[config.mk]
export PLATFORM = sky130hd
export DESIGN_NAME = synapse_core
export DESIGN_NICKNAME = d
export VERILOG_FILES = /design/src/synapse_pkg.sv /design/src/execute_unit.sv /design/src/instr_sequencer.sv /design/src/register_file.sv /design/src/synapse_core.sv
export SDC_FILE = /design/constraint.sdc
export NUM_CORES = 1
export LEC_CHECK = 0
export BUFFER_PORTS_ARGS = -buffer_cell sky130_fd_sc_hd__buf_2
export CAP_MARGIN = 10
export CORE_AREA = 2 2 157 159
export CTS_CLUSTER_SIZE = 14
export DETAILED_ROUTE_END_ITERATION = 7
export DIE_AREA = 0 0 159 161
export PLACE_DENSITY = 0.77
export SLEW_MARGIN = 20
export SYNTH_ARGS = -nofsm -noshare
export SYNTH_HDL_FRONTEND = slang
export SYNTH_HIERARCHICAL = 1
export SYNTH_SLANG_ARGS = --single-unit
[constraint.sdc]
create_clock -name sysreset -period 5.8 [get_ports sysreset]
set_input_delay 1.16 -clock sysreset [delete_from_list [all_inputs] [get_ports sysreset]]
set_output_delay 1.16 -clock sysreset [all_outputs]
set_load 0.02 [all_outputs]
[src/synapse_pkg.sv]
package synapse_pkg;

    // data path and code address widths.
    localparam int word_width      = 16;
    localparam int ipr_width       = 16;

    // instruction word is {dest, src}.
    localparam int dest_width      = 6;
    localparam int src_width       = 10;

    // general registers r0..r7 sit at the bottom of both address spaces.
    localparam int num_regs        = 8;
    localparam int reg_addr_width  = $clog2(num_regs);

    // destinations in this range become output port writes.
    localparam logic [dest_width-1:0] port_first = 6'h08;
    localparam logic [dest_width-1:0] port_last  = 6'h2f;

    // low source bits that pick one flag for br and bn.
    localparam int flag_addr_width = 4;

    // source map.
    localparam logic [src_width-1:0] src_return_addr       = 10'h03e;
    // whole block 0x200..0x2ff, low byte is the constant.
    localparam logic [src_width-1:0] src_small_const_block = 10'h200;
    localparam logic [src_width-1:0] src_ad0               = 10'h300;
    localparam logic [src_width-1:0] src_and0              = 10'h330;
    localparam logic [src_width-1:0] src_or0               = 10'h334;
    localparam logic [src_width-1:0] src_xor0              = 10'h338;
    // flags word answers anywhere in 0x340..0x34f so br and bn can use it.
    localparam logic [src_width-1:0] src_flags             = 10'h340;
    localparam logic [src_width-1:0] src_sh1r              = 10'h350;
    localparam logic [src_width-1:0] src_sh1l              = 10'h351;
    localparam logic [src_width-1:0] src_sh4l              = 10'h352;
    localparam logic [src_width-1:0] src_sh4r              = 10'h353;
    localparam logic [src_width-1:0] src_neg1              = 10'h360;
    // value comes inline from the next code word.
    localparam logic [src_width-1:0] src_imm16             = 10'h3a0;

    // control destinations.
    typedef enum logic [dest_width-1:0] {
        op_clrf      = 6'h30,
        op_setf      = 6'h31,
        op_br        = 6'h38,
        op_bn        = 6'h39,
        op_wr_return = 6'h3e,
        op_return    = 6'h3f
    } dest_op_e;

    // bit positions inside the flags word.
    typedef enum logic [flag_addr_width-1:0] {
        flag_and0_zero = 4'd0,
        flag_ad0_carry = 4'd1,
        flag_ad0_zero  = 4'd2,
        flag_lt        = 4'd3,
        flag_gt        = 4'd4,
        flag_eq        = 4'd5,
        flag_one       = 4'd6
    } flag_sel_e;

    // one decoded move, imm is whatever code word is on the bus this cycle.
    typedef struct packed {
        logic                  valid;
        logic [dest_width-1:0] dest;
        logic [src_width-1:0]  src;
        logic [word_width-1:0] imm;
    } move_t;

    typedef struct packed {
        logic [word_width-1:0] r0;
        logic [word_width-1:0] r1;
        logic                  loaded;
    } operands_t;

    typedef struct packed {
        logic                  strobe;
        logic [dest_width-1:0] addr;
        logic [word_width-1:0] data;
    } port_write_t;

endpackage
[src/execute_unit.sv]
module execute_unit import synapse_pkg::*; (
    input  logic                  sysreset,
    input  logic                  sysclk,
    input  move_t                 move,
    input  logic [word_width-1:0] regs [num_regs],
    input  operands_t             operands,
    input  logic [word_width-1:0] return_addr,
    output logic [word_width-1:0] move_value,
    output logic                  selected_flag
);

    // result registers.
    logic [word_width-1:0] ad0;
    logic [word_width-1:0] and0;
    logic [word_width-1:0] or0;
    logic [word_width-1:0] xor0;
    logic [word_width:0]   ad0_sum;
    logic [word_width-1:0] and0_comb;

    // flags.
    logic ad0_carry;
    logic ad0_zero;
    logic and0_zero;
    logic eq_flag;
    logic gt_flag;
    logic lt_flag;
    logic [word_width-1:0] flags;

    logic [word_width-1:0] sh1r;
    logic [word_width-1:0] sh1l;
    logic [word_width-1:0] sh4l;
    logic [word_width-1:0] sh4r;

    logic setf_op;
    logic clrf_op;
    logic src_mapped;

    assign setf_op = move.valid && (move.dest == op_setf);
    assign clrf_op = move.valid && (move.dest == op_clrf);

    // adder with carry in from its own carry flag.
    assign ad0_sum = {1'b0, operands.r0} + {1'b0, operands.r1}
                   + {{word_width{1'b0}}, ad0_carry};
    assign and0_comb = operands.r0 & operands.r1;

    // results load one edge after an operand write.
    always_ff @(posedge sysreset) begin
        if (operands.loaded) begin
            ad0  <= ad0_sum[word_width-1:0];
            and0 <= and0_comb;
            or0  <= operands.r0 | operands.r1;
            xor0 <= operands.r0 ^ operands.r1;
        end
    end

    always_ff @(posedge sysreset or posedge sysclk) begin
        if (sysclk) begin
            ad0_carry <= 1'b0;
            ad0_zero  <= 1'b0;
            and0_zero <= 1'b0;
        end else begin
            if (operands.loaded) begin
                ad0_zero  <= (ad0_sum[word_width-1:0] == '0);
                and0_zero <= (and0_comb == '0);
            end
            // bit 0 of the moved value is the mask for setf and clrf.
            if (setf_op) begin
                ad0_carry <= ad0_carry | move_value[0];
            end else if (clrf_op) begin
                ad0_carry <= ad0_carry & ~move_value[0];
            end else if (operands.loaded) begin
                ad0_carry <= ad0_sum[word_width];
            end
        end
    end

    // comparator runs every edge, lt lags eq and gt by one edge.
    always_ff @(posedge sysreset or posedge sysclk) begin
        if (sysclk) begin
            eq_flag <= 1'b0;
            gt_flag <= 1'b0;
            lt_flag <= 1'b0;
        end else begin
            eq_flag <= (operands.r0 == operands.r1);
            gt_flag <= (operands.r0 > operands.r1);
            lt_flag <= !(eq_flag || gt_flag);
        end
    end

    // shifts of r0, unsigned.
    assign sh1r = {1'b0, operands.r0[word_width-1:1]};
    assign sh1l = {operands.r0[word_width-2:0], 1'b0};
    assign sh4l = {operands.r0[word_width-5:0], 4'h0};
    assign sh4r = {4'h0, operands.r0[word_width-1:4]};

    always_comb begin
        flags = '0;
        flags[flag_and0_zero] = and0_zero;
        flags[flag_ad0_carry] = ad0_carry;
        flags[flag_ad0_zero]  = ad0_zero;
        flags[flag_lt]        = lt_flag;
        flags[flag_gt]        = gt_flag;
        flags[flag_eq]        = eq_flag;
        flags[flag_one]       = 1'b1;
    end

    // br and bn pick their flag by the low source bits.
    assign selected_flag = flags[move.src[flag_addr_width-1:0]];

    // source multiplexer.
    always_comb begin
        move_value = '0;
        src_mapped = 1'b1;
        if (move.src < src_width'(num_regs)) begin
            move_value = regs[move.src[reg_addr_width-1:0]];
        end else if (move.src == src_return_addr) begin
            move_value = return_addr;
        end else if (move.src[src_width-1 -: 2] == src_small_const_block[src_width-1 -: 2]) begin
            move_value = {{(word_width-8){1'b0}}, move.src[7:0]};
        end else if (move.src[src_width-1:flag_addr_width]
                     == src_flags[src_width-1:flag_addr_width]) begin
            move_value = flags;
        end else begin
            case (move.src)
                src_ad0:   move_value = ad0;
                src_and0:  move_value = and0;
                src_or0:   move_value = or0;
                src_xor0:  move_value = xor0;
                src_sh1r:  move_value = sh1r;
                src_sh1l:  move_value = sh1l;
                src_sh4l:  move_value = sh4l;
                src_sh4r:  move_value = sh4r;
                src_neg1:  move_value = '1;
                // inline constant, the sequencer skips its copy in exr.
                src_imm16: move_value = move.imm;
                default:   src_mapped = 1'b0;
            endcase
        end
    end

    // the program must only name sources that exist.
    valid_src_mapped: assert property (
        @(posedge sysreset) disable iff (sysclk)
        move.valid |-> src_mapped
    ) else $error("move from unmapped source %h", move.src);

endmodule

[src/instr_sequencer.sv]
module instr_sequencer import synapse_pkg::*; (
    input  logic                  sysreset,
    input  logic                  sysclk,
    input  logic [word_width-1:0] code_in,
    input  logic                  code_ready,
    input  logic [word_width-1:0] move_value,
    input  logic                  selected_flag,
    output logic [ipr_width-1:0]  code_addr,
    output move_t                 move,
    output logic [word_width-1:0] return_addr
);

    // fetch pointer and the word being executed.
    logic [ipr_width-1:0]  ipr;
    logic [word_width-1:0] exr;
    logic [dest_width-1:0] exr_dest;
    logic [src_width-1:0]  exr_src;

    // exr holds no opcode while a skip flag is set.
    logic const16_cycle;
    logic branching_cycle;

    logic exec;
    logic br_op;
    logic bn_op;
    logic ret_op;
    logic wr_ret_op;
    logic imm16_op;
    logic branch_accept;

    assign exr_dest = exr[word_width-1 -: dest_width];
    assign exr_src  = exr[src_width-1:0];

    // a move runs only with the bus ready and exr holding a real opcode.
    assign exec = code_ready && !const16_cycle && !branching_cycle;

    // control destinations owned here.
    assign br_op     = exec && (exr_dest == op_br);
    assign bn_op     = exec && (exr_dest == op_bn);
    assign ret_op    = exec && (exr_dest == op_return);
    assign wr_ret_op = exec && (exr_dest == op_wr_return);
    // the data word of an inline constant is on code_in right now.
    assign imm16_op  = exec && (exr_src == src_imm16);

    // the target word is on code_in while the branch executes.
    assign branch_accept = (br_op && selected_flag) || (bn_op && !selected_flag);

    assign code_addr = ipr;

    always_comb begin
        move.valid = exec;
        move.dest  = exr_dest;
        move.src   = exr_src;
        move.imm   = code_in;
    end

    // exr follows the bus whenever a word is delivered.
    always_ff @(posedge sysreset or posedge sysclk) begin
        if (sysclk) begin
            exr <= '0;
        end else if (code_ready) begin
            exr <= code_in;
        end
    end

    // instruction pointer.
    always_ff @(posedge sysreset or posedge sysclk) begin
        if (sysclk) begin
            ipr <= '0;
        end else if (branch_accept) begin
            ipr <= code_in[ipr_width-1:0];
        end else if (ret_op) begin
            // the old ipr goes into return_addr below.
            ipr <= ipr_width'(return_addr);
        end else if (code_ready) begin
            ipr <= ipr + ipr_width'(1);
        end
    end

    // a write to 0x3e loads the return address and a return swaps it.
    always_ff @(posedge sysreset or posedge sysclk) begin
        if (sysclk) begin
            return_addr <= '0;
        end else if (ret_op) begin
            return_addr <= word_width'(ipr);
        end else if (wr_ret_op) begin
            return_addr <= move_value;
        end
    end

    // skip flags hold on through bus stalls.
    always_ff @(posedge sysreset or posedge sysclk) begin
        if (sysclk) begin
            const16_cycle   <= 1'b0;
            // exr is empty out of reset just like a branch shadow.
            branching_cycle <= 1'b1;
        end else begin
            const16_cycle   <= imm16_op || (const16_cycle && !code_ready);
            // set whether the branch is taken or not.
            // exr then holds the target word, not an opcode.
            branching_cycle <= br_op || bn_op || ret_op || (branching_cycle && !code_ready);
        end
    end

    // br and bn are never decoded together.
    br_bn_exclusive: assert property (
        @(posedge sysreset) disable iff (sysclk)
        !(br_op && bn_op)
    ) else $error("br and bn decoded together");

endmodule

[src/register_file.sv]
module register_file import synapse_pkg::*; (
    input  logic                  sysreset,
    input  logic                  sysclk,
    input  move_t                 move,
    input  logic [word_width-1:0] move_value,
    output logic [word_width-1:0] regs [num_regs],
    output operands_t             operands,
    output port_write_t           port_out
);

    logic reg_write;
    logic port_hit;
    logic loaded;

    // r0..r7 live at the bottom of the destination space.
    assign reg_write = move.valid && (move.dest < dest_width'(num_regs));

    assign port_hit = (move.dest >= port_first) && (move.dest <= port_last);

    always_ff @(posedge sysreset or posedge sysclk) begin
        if (sysclk) begin
            for (int i = 0; i < num_regs; i++) begin
                regs[i] <= '0;
            end
            loaded <= 1'b0;
        end else begin
            if (reg_write) begin
                regs[move.dest[reg_addr_width-1:0]] <= move_value;
            end
            // r0 or r1 changed, the binary units load on the next edge.
            loaded <= reg_write && (move.dest[reg_addr_width-1:1] == '0);
        end
    end

    always_comb begin
        operands.r0     = regs[0];
        operands.r1     = regs[1];
        operands.loaded = loaded;
    end

    // port write is a pulse in the cycle the move executes.
    always_comb begin
        port_out.strobe = move.valid && port_hit;
        port_out.addr   = move.dest;
        port_out.data   = move_value;
    end

    port_write_in_range: assert property (
        @(posedge sysreset) disable iff (sysclk)
        port_out.strobe |-> (port_out.addr >= port_first) && (port_out.addr <= port_last)
                            && !$isunknown(port_out.data)
    ) else $error("port write outside port range or with unknown data");

endmodule

[src/synapse_core.sv]
module synapse_core import synapse_pkg::*; (
    input  logic                  sysreset,
    input  logic                  sysclk,
    input  logic [word_width-1:0] code_in,
    input  logic                  code_ready,
    output logic [ipr_width-1:0]  code_addr,
    output port_write_t           port_out
);

    // decoded move and its selected value, shared by all three units.
    move_t                 move;
    logic [word_width-1:0] move_value;
    logic [word_width-1:0] return_addr;
    logic                  selected_flag;
    logic [word_width-1:0] regs [num_regs];
    operands_t             operands;

    // fetch, exr and branch control.
    instr_sequencer instr_sequencer_inst (
        .sysreset      (sysreset),
        .sysclk        (sysclk),
        .code_in       (code_in),
        .code_ready    (code_ready),
        .move_value    (move_value),
        .selected_flag (selected_flag),
        .code_addr     (code_addr),
        .move          (move),
        .return_addr   (return_addr)
    );

    // general registers and output port decode.
    register_file register_file_inst (
        .sysreset   (sysreset),
        .sysclk     (sysclk),
        .move       (move),
        .move_value (move_value),
        .regs       (regs),
        .operands   (operands),
        .port_out   (port_out)
    );

    // result units, flags and source select.
    execute_unit execute_unit_inst (
        .sysreset      (sysreset),
        .sysclk        (sysclk),
        .move          (move),
        .regs          (regs),
        .operands      (operands),
        .return_addr   (return_addr),
        .move_value    (move_value),
        .selected_flag (selected_flag)
    );

endmodule

==> impl_metrics.env, run 1 <==
export IMPL_detailedRoute_firstIterationViolations=1573
export IMPL_route_vias_total=10100
export IMPL_synth_async_sr_flop_share_pct=74.3
export IMPL_hpwlAfterDp_mm=28.0
export IMPL_drv_slew=0
export IMPL_grt_pass1_vias=9824
export IMPL_synth_edf_count=64
export IMPL_yosys_cell_types_count=83
export IMPL_power_leakage_uw=0.00669
export IMPL_place_congestion=0.994
export IMPL_postCtsResizedCells=0
export IMPL_cts_root_buffer_cell="clkbuf_16"
export IMPL_insertedDiodeCount=0
export IMPL_met1_length_mm=16.9
export IMPL_leading_cell_types_by_total_area_after_synthesis="dfrtp_1, edfxtp_1, mux2_2"
export IMPL_cts_sink_count=249
export IMPL_drt_pass1_iter_count=7
export IMPL_final_area_mm2=0.0152
export IMPL_worst_slew_margin_rel_pct=24.3
export IMPL_fmaxAchievable_mhz=208
export IMPL_clk_insertion_delay_late_ps=560
export IMPL_synth_top_flop_cell="dfrtp_1"
export IMPL_syn_nets=1263
export IMPL_floorplan_rows=57
export IMPL_syn_cell_area_mm2=0.0142
export IMPL_wl_per_cell_um=26.6
export IMPL_worstPathRequired_ps=4640
export IMPL_post_synth_cell_area_avg_um2=11.9
export IMPL_coreArea_mm2=0.0240
export IMPL_cp_buffers_inverters=1
export IMPL_finalHoldWorstSlack_ps=458
export IMPL_layout_min_cycle_time_ps=4810
export IMPL_htreeDepth=1
export IMPL_worst_setup_path_end_kind="output port"
export IMPL_criticalPathCategory="reg2out"
export IMPL_overflow=0
export IMPL_timing_final_setup_violations=0
export IMPL_pre_cts_slack_ps=1570
export IMPL_cts_clk_slew_worst_paths_ps=60
export IMPL_post_dp_cell_area_mm2=0.0142
export IMPL_critical_path_top_delay_family="simple AND/OR/NAND/NOR gates"
export IMPL_grt_start_max_net_pins=71
export IMPL_drive_gt1_share_pct=27.7
export IMPL_worst_ir_drop_vdd_uv=324
export IMPL_grt_antenna_before_repair=0
export IMPL_syn_inst=1193
export IMPL_finalSetupTns_ps=0
export IMPL_timing_critical_path_from_type="flip-flop"
export IMPL_clockBufferDepth=3
export IMPL_synth_seq_cells=249
export IMPL_grt_pass1_wl_mm=61.5
export IMPL_port_buffer_count=57
export IMPL_cell_pwr_density_mw_per_mm2=326
export IMPL_highest_signal_layer="met4"
export IMPL_critPathArrivalTime_ps=3650
export IMPL_post_cts_hold_buffer_count=0
export IMPL_design_portCount=58
export IMPL_finalNetCount=1235
export IMPL_cts_made_buffers=27
export IMPL_tritoncts="built"
export IMPL_outcome="finished clean"
export IMPL_synth_warnings=6
export IMPL_class_of_the_most_critical_hold_timing_path="reg2reg"
export IMPL_setup_repair_after_global_routing_missed_its_margin="false"
export IMPL_critical_path_max_stage_delay_ps=750
export IMPL_vias_per_cell=6.70
export IMPL_timing_hold_violations_final=0
export IMPL_critical_path_max_fanout=26
export IMPL_max_cap_violations=0
export IMPL_detail_route_wirelength_mm=40.1
export IMPL_grtUsageTotal_pct=31.4
export IMPL_dieWidth_um=159
export IMPL_routed_wl_met2_mm=18.1
export IMPL_synth_commonest_cells="dfrtp_1, mux2_2, buf_4, inv_1, edfxtp_1"
export IMPL_post_synth_top_area_cell="dfrtp_1"
export IMPL_post_cts_repair_timing_setup_buffer_count=0
export IMPL_die_area_mm2=0.0256
export IMPL_tightestPinTransition_ps=1130
export IMPL_number_of_remaining_drc_errors=0
export IMPL_worstPathCellList="nor4bb_1, and4b_1, a222oi_1, nand2_1, a221oi_1, nand3_1, buf_2"
export IMPL_synth_top_cell_area_share_pct=32.5
export IMPL_synth_seq_area_share_pct=46.2
export IMPL_postRouteAntennaNets=0
export IMPL_final_critical_path_setup_slack_ps=994
export IMPL_initial_core_util_pct=59.2
export IMPL_met3WireLength_mm=3.56
export IMPL_timing_critical_path_slowest_stage_cell="dfrtp_2"
export IMPL_syn2layout_area_growth_pct=7.18
export IMPL_die_y_um=161
export IMPL_finalClockSkew_ps=19.9
export IMPL_post_route_period_util_pct=82.9
export IMPL_post_synth_top_count_cell="dfrtp_1"
-- report_power, final --
part           total (µW)  switching (µW)  internal, µW
registers            2300             291          2010
clock network        1850             735          1120
logic                 813             446           366
-- through the flow --
stage | cells | total power (µW) | utilization (%)
finish | 1510 | 4960 | 63.4
global route | 1510 | 5150 | 63.4
CTS | 1510 | 4970 | 63.4
detailed placement | 1460 | 3120 | 59.4
global placement | 1460 | 3090 | 59.3
floorplan | 1193 | 2830 | -
-- cell families after synthesis --
family | synth area share (%)
and+or+nand+nor | 9.47
xor gates and xnor gates | 0.679
DFF | 46.2
muxes | 20.2
adders and majority gates | 4.60
AOI/OAI and AO/OA | 11.2
buffers and inverters | 7.69
-- routing by layer --
metal	vias to the layer above	GRT usage, %
li1	4373	-
met4	0	11.5
met3	104	4.26
met1	5095	45.6
met2	545	49.0
met5	-	0
-- worst paths after layout --
check | slack, ps | cells past startpoint | end | start
max | 990 | 7 | port_out[3] | instr_sequencer_inst/exr[1]$_DFFE_PP0P_
min | 460 | 1 | execute_unit_inst/lt_flag$_DFF_PP0_ | execute_unit_inst/gt_flag$_DFF_PP0_
max reg2reg | 1890 | 8 | instr_sequencer_inst/code_addr[13]$_DFFE_PP0P_ | instr_sequencer_inst/exr[0]$_DFFE_PP0P_
min reg2reg | 460 | 1 | execute_unit_inst/lt_flag$_DFF_PP0_ | execute_unit_inst/gt_flag$_DFF_PP0_
max in group asynchronous | 3970 | 3 | register_file_inst/loaded$_DFF_PP0_ | sysclk
min in group asynchronous | 570 | 2 | execute_unit_inst/gt_flag$_DFF_PP0_ | sysclk
-- cells in the final DEF (no fill, tap or decap), drive strengths merged, types with 9 or more instances in the layout --
master,netlist,final
a211oi,9,9
a21oi,45,45
a221o,12,12
a221oi,12,12
a222oi,14,14
a22oi,28,28
a31oi,12,12
buf,98,77
clkbuf,36,38
clkinv,2,9
dfrtp,184,184
edfxtp,64,64
ha,49,49
inv,71,73
mux2,143,143
mux2i,47,47
mux4,33,33
nand2,20,20
nand3,32,32
nor2,53,53
nor2b,15,15
nor3,19,19
nor4,19,19
o21ai,41,41
-- registers in the layout, indices dropped and copies added, names as in the netlist, 16 cells and up --
register,flops
register_file_inst/regs,96
register_file_inst/operands,32
execute_unit_inst/ad0,16
execute_unit_inst/and0,16
execute_unit_inst/or0,16
execute_unit_inst/xor0,16
instr_sequencer_inst/code_addr,16
instr_sequencer_inst/exr,16
instr_sequencer_inst/return_addr,16
-- layout make-up --
class / count / area (µm²)
Clock buffer: 38 / 813
Multi-Input combinational cell: 737 / 6560
Inverter: 73 / 278
Tap cell: 324 / 405
Sequential cell: 249 / 6560
Fill cell: 1844 / 8760
Clock inverter: 12 / 155
Timing Repair Buffer: 77 / 435
(Power assumes the default switching activity.)
==> run 2, diff against run 1 <==
ABC_AREA = 1   (was not set)
CORE_AREA = 2 2 169 171   (was 2 2 157 159)
DIE_AREA = 0 0 171 173   (was 0 0 159 161)
PLACE_DENSITY = 0.76   (was 0.77)
clock period = 4.8 ns   (was 5.8 ns; I/O delays follow)
==> impl_metrics.env, run 2 <==
export IMPL_met3_track_utilization_from_global_routing_pct=7.51
export IMPL_number_of_flip_flops_under_the_largest_register_name=96
export IMPL_number_of_remaining_drc_errors=0
export IMPL_synth_async_sr_flop_share_pct=74.3
export IMPL_wl_per_cell_um=21.8
export IMPL_synth_seq_cells=249
export IMPL_critical_path_max_stage_delay_ps=420
export IMPL_cp_buffers_inverters=4
export IMPL_place_congestion=1.06
export IMPL_synth_edf_count=64
export IMPL_post_synth_top_count_cell="nand2_1"
export IMPL_design_portCount=58
export IMPL_critical_path_top_delay_family="simple AND/OR/NAND/NOR gates"
export IMPL_cpMostUsedCell="nand2_1"
export IMPL_coreArea_mm2=0.0276
export IMPL_post_route_period_util_pct=84.5
export IMPL_placed_cells_incl_taps=2342
export IMPL_worst_case_reg_to_reg_path_depth=14
export IMPL_final_common_cell="nand2_1"
export IMPL_setup_repair_after_global_routing_missed_its_margin="false"
export IMPL_synth_commonest_cells="nand2_1, inv_1, dfrtp_1, nor2_1, nand3_1"
export IMPL_floorplan_rows=61
export IMPL_timing_hold_violations_final=0
export IMPL_finalNonFillerCells=2389
export IMPL_htreeDepth=1
export IMPL_timing_final_setup_violations=0
export IMPL_gr_max_usage_layer="met2"
export IMPL_die_area_mm2=0.0296
export IMPL_syn_inst=2034
export IMPL_post_cts_hold_buffer_count=0
export IMPL_outcome="finished clean"
export IMPL_clockBufferDepth=3
export IMPL_grt_start_max_net_pins=68
export IMPL_post_synth_cell_area_avg_um2=8.04
export IMPL_synth_top_flop_cell="dfrtp_1"
export IMPL_hpwlAfterDp_mm=37.2
export IMPL_yosys_cell_types_count=59
export IMPL_clk_insertion_delay_late_ps=560
export IMPL_synth_top_cell_area_share_pct=28.1
export IMPL_leading_cell_types_by_total_area_after_synthesis="dfrtp_1, nand2_1, edfxtp_1"
export IMPL_post_cts_repair_timing_setup_buffer_count=0
export IMPL_port_buffer_count=57
export IMPL_critical_path_stages=12
export IMPL_worst_setup_path_end_kind="output port"
export IMPL_power_leakage_uw=0.00845
export IMPL_worstPathRequired_ps=3840
export IMPL_critPathArrivalTime_ps=3100
export IMPL_tightestPinTransition_ps=1230
export IMPL_vias_per_cell=5.97
export IMPL_cts_sink_count=249
export IMPL_overflow=0
export IMPL_timing_critical_path_from_type="flip-flop"
export IMPL_syn_nets=2104
export IMPL_grt_antenna_before_repair=0
export IMPL_worstPathCellList="nand2_1, inv_2, nand2_4, nor2_2, nand2_1, inv_1, a22oi_2, nand3_1, nor4_2, nand4_1, buf_4, buf_2"
export IMPL_worst_ir_drop_vdd_uv=249
export IMPL_dieWidth_um=171
export IMPL_finalNetCount=2064
export IMPL_drt_pass1_iter_count=7
export IMPL_largest_register="register_file_inst/regs"
export IMPL_layout_min_cycle_time_ps=4060
export IMPL_postCtsResizedCells=0
export IMPL_insertedDiodeCount=0
export IMPL_class_of_the_most_critical_hold_timing_path="in2async"
export IMPL_cell_pwr_density_mw_per_mm2=507
export IMPL_initial_core_util_pct=59.2
export IMPL_detail_route_wirelength_mm=52.1
export IMPL_grt_pass1_vias=13200
export IMPL_timing_critical_path_slowest_stage_cell="dfrtp_1"
export IMPL_critical_path_max_fanout=10
export IMPL_finalSetupTns_ps=0
export IMPL_finalPower_uw=8690
export IMPL_route_vias_total=14300
export IMPL_grt_util_met1_pct=49.7
export IMPL_tritoncts="built"
export IMPL_synth_warnings=6
export IMPL_drv_slew=0
export IMPL_post_synth_top_area_cell="dfrtp_1"
export IMPL_criticalPathCategory="reg2out"
export IMPL_cts_root_buffer_cell="clkbuf_16"
export IMPL_worst_slew_margin_rel_pct=16.8
export IMPL_grt_pass1_wl_mm=79.0
export IMPL_globalRouteMet2Util_pct=51.4
export IMPL_drive_gt1_share_pct=14.6
export IMPL_die_y_um=173
export IMPL_synth_seq_area_share_pct=40.0
export IMPL_fmaxAchievable_mhz=247
export IMPL_layout_cells_most_common_list="nand2_1, inv_1, dfrtp_1, nor2_1, nand3_1"
export IMPL_finalClockSkew_ps=28.0
export IMPL_cts_clk_slew_worst_paths_ps=70
export IMPL_syn2layout_area_growth_pct=4.83
export IMPL_detailedRoute_firstIterationViolations=2288
export IMPL_syn_cell_area_mm2=0.0164
export IMPL_grtUsageTotal_pct=35.0
export IMPL_postRouteAntennaNets=0
export IMPL_max_cap_violations=0
export IMPL_cts_made_buffers=28
==> run 2: cell types whose count changed after synthesis, moves of 22 or more <==
cell	previous run	this run
o21bai_2	0	100
inv_1	71	321
mux2_2	133	0
mux4_2	33	0
o21ai_0	36	69
nand2_1	20	532
o21bai_1	3	30
nand4_1	8	30
mux2i_1	47	10
nor2_1	52	130
a22oi_1	28	64
nand3_1	32	114
==> run 2: kinds of logic after synthesis <==
kind of cell	Yosys count	synth area share (%)
and+or+nand+nor	868	23.4
muxes	10	0.612
xor gates and xnor gates	10	0.535
buffers and inverters	496	14.5
adders and majority gates	51	3.99
DFF	249	40.0
AOI/OAI and AO/OA	350	17.0
==> run 2: final cells by class <==
type	count	area, µm²
fill	2364	10500
multi-input combinational	1289	7450
sequential	249	6550
inverter	336	1270
clock buffer	38	790
timing repair buffer	90	546
tap	378	473
clock inverter	9	67.6
==> run 2: worst register-to-register path, stage by stage (launching register included) <==
cell and delay [ps]:
dfrtp_1 530, inv_1 140, fa_1 500, fa_1 430, inv_1 100, nand3_1 70, nand2_1 160, nand2_1 80
nand2_2 110, nand3_1 70, o311ai_0 310, o21ai_0 260, nand3_1 160, nand2_1 60, nand2_1 50
==> run 2: final timing paths <==
check,start,end,slack (ps)
setup / recovery,instr_sequencer_inst/exr[9]$_DFFE_PP0P_,port_out[5],740
hold / removal,sysclk,execute_unit_inst/and0_zero$_DFFE_PP0P_,400
setup reg to reg,register_file_inst/operands[1]$_DFFE_PP0P_,execute_unit_inst/ad0_carry$_DFFE_PP0P_,1720
hold reg to reg,execute_unit_inst/gt_flag$_DFF_PP0_,execute_unit_inst/lt_flag$_DFF_PP0_,470
max in group asynchronous,sysclk,register_file_inst/regs[70]$_DFFE_PP0P_,3130
min in group sysreset,execute_unit_inst/gt_flag$_DFF_PP0_,execute_unit_inst/lt_flag$_DFF_PP0_,470
==> run 2: stage by stage <==
| stage | hold WS, ps | utilization, % | cell area (µm²) | worst slack [ps] |
|---|---|---|---|---|
| 2_1_floorplan | 419 | - | 16400 | 399 |
| 3_3_place_gp | 464 | 59.0 | 16300 | 1460 |
| 3_5_place_dp | 462 | 59.0 | 16300 | 1410 |
| 4_1_cts | 388 | 62.1 | 17200 | 809 |
| 5_1_grt | 411 | 62.1 | 17200 | 526 |
| 6_report | 395 | 62.1 | 17200 | 744 |
==> run 2: power breakdown <==
| group | switching (µW) | total (µW) | internal [µW] |
|---|---|---|---|
| Combinational | 2010 | 3220 | 1210 |
| Clock | 876 | 2070 | 1190 |
| Sequential | 590 | 3410 | 2820 |
==> run 2: layer usage <==
| metal | up-vias | share of wire (%) |
|---|---|---|
| li1 | 6380 | - |
| met1 | 6703 | 39 |
| met2 | 988 | 42 |
| met3 | 190 | 13 |
| met4 | 0 | 5.5 |
| met5 | - | 0 |
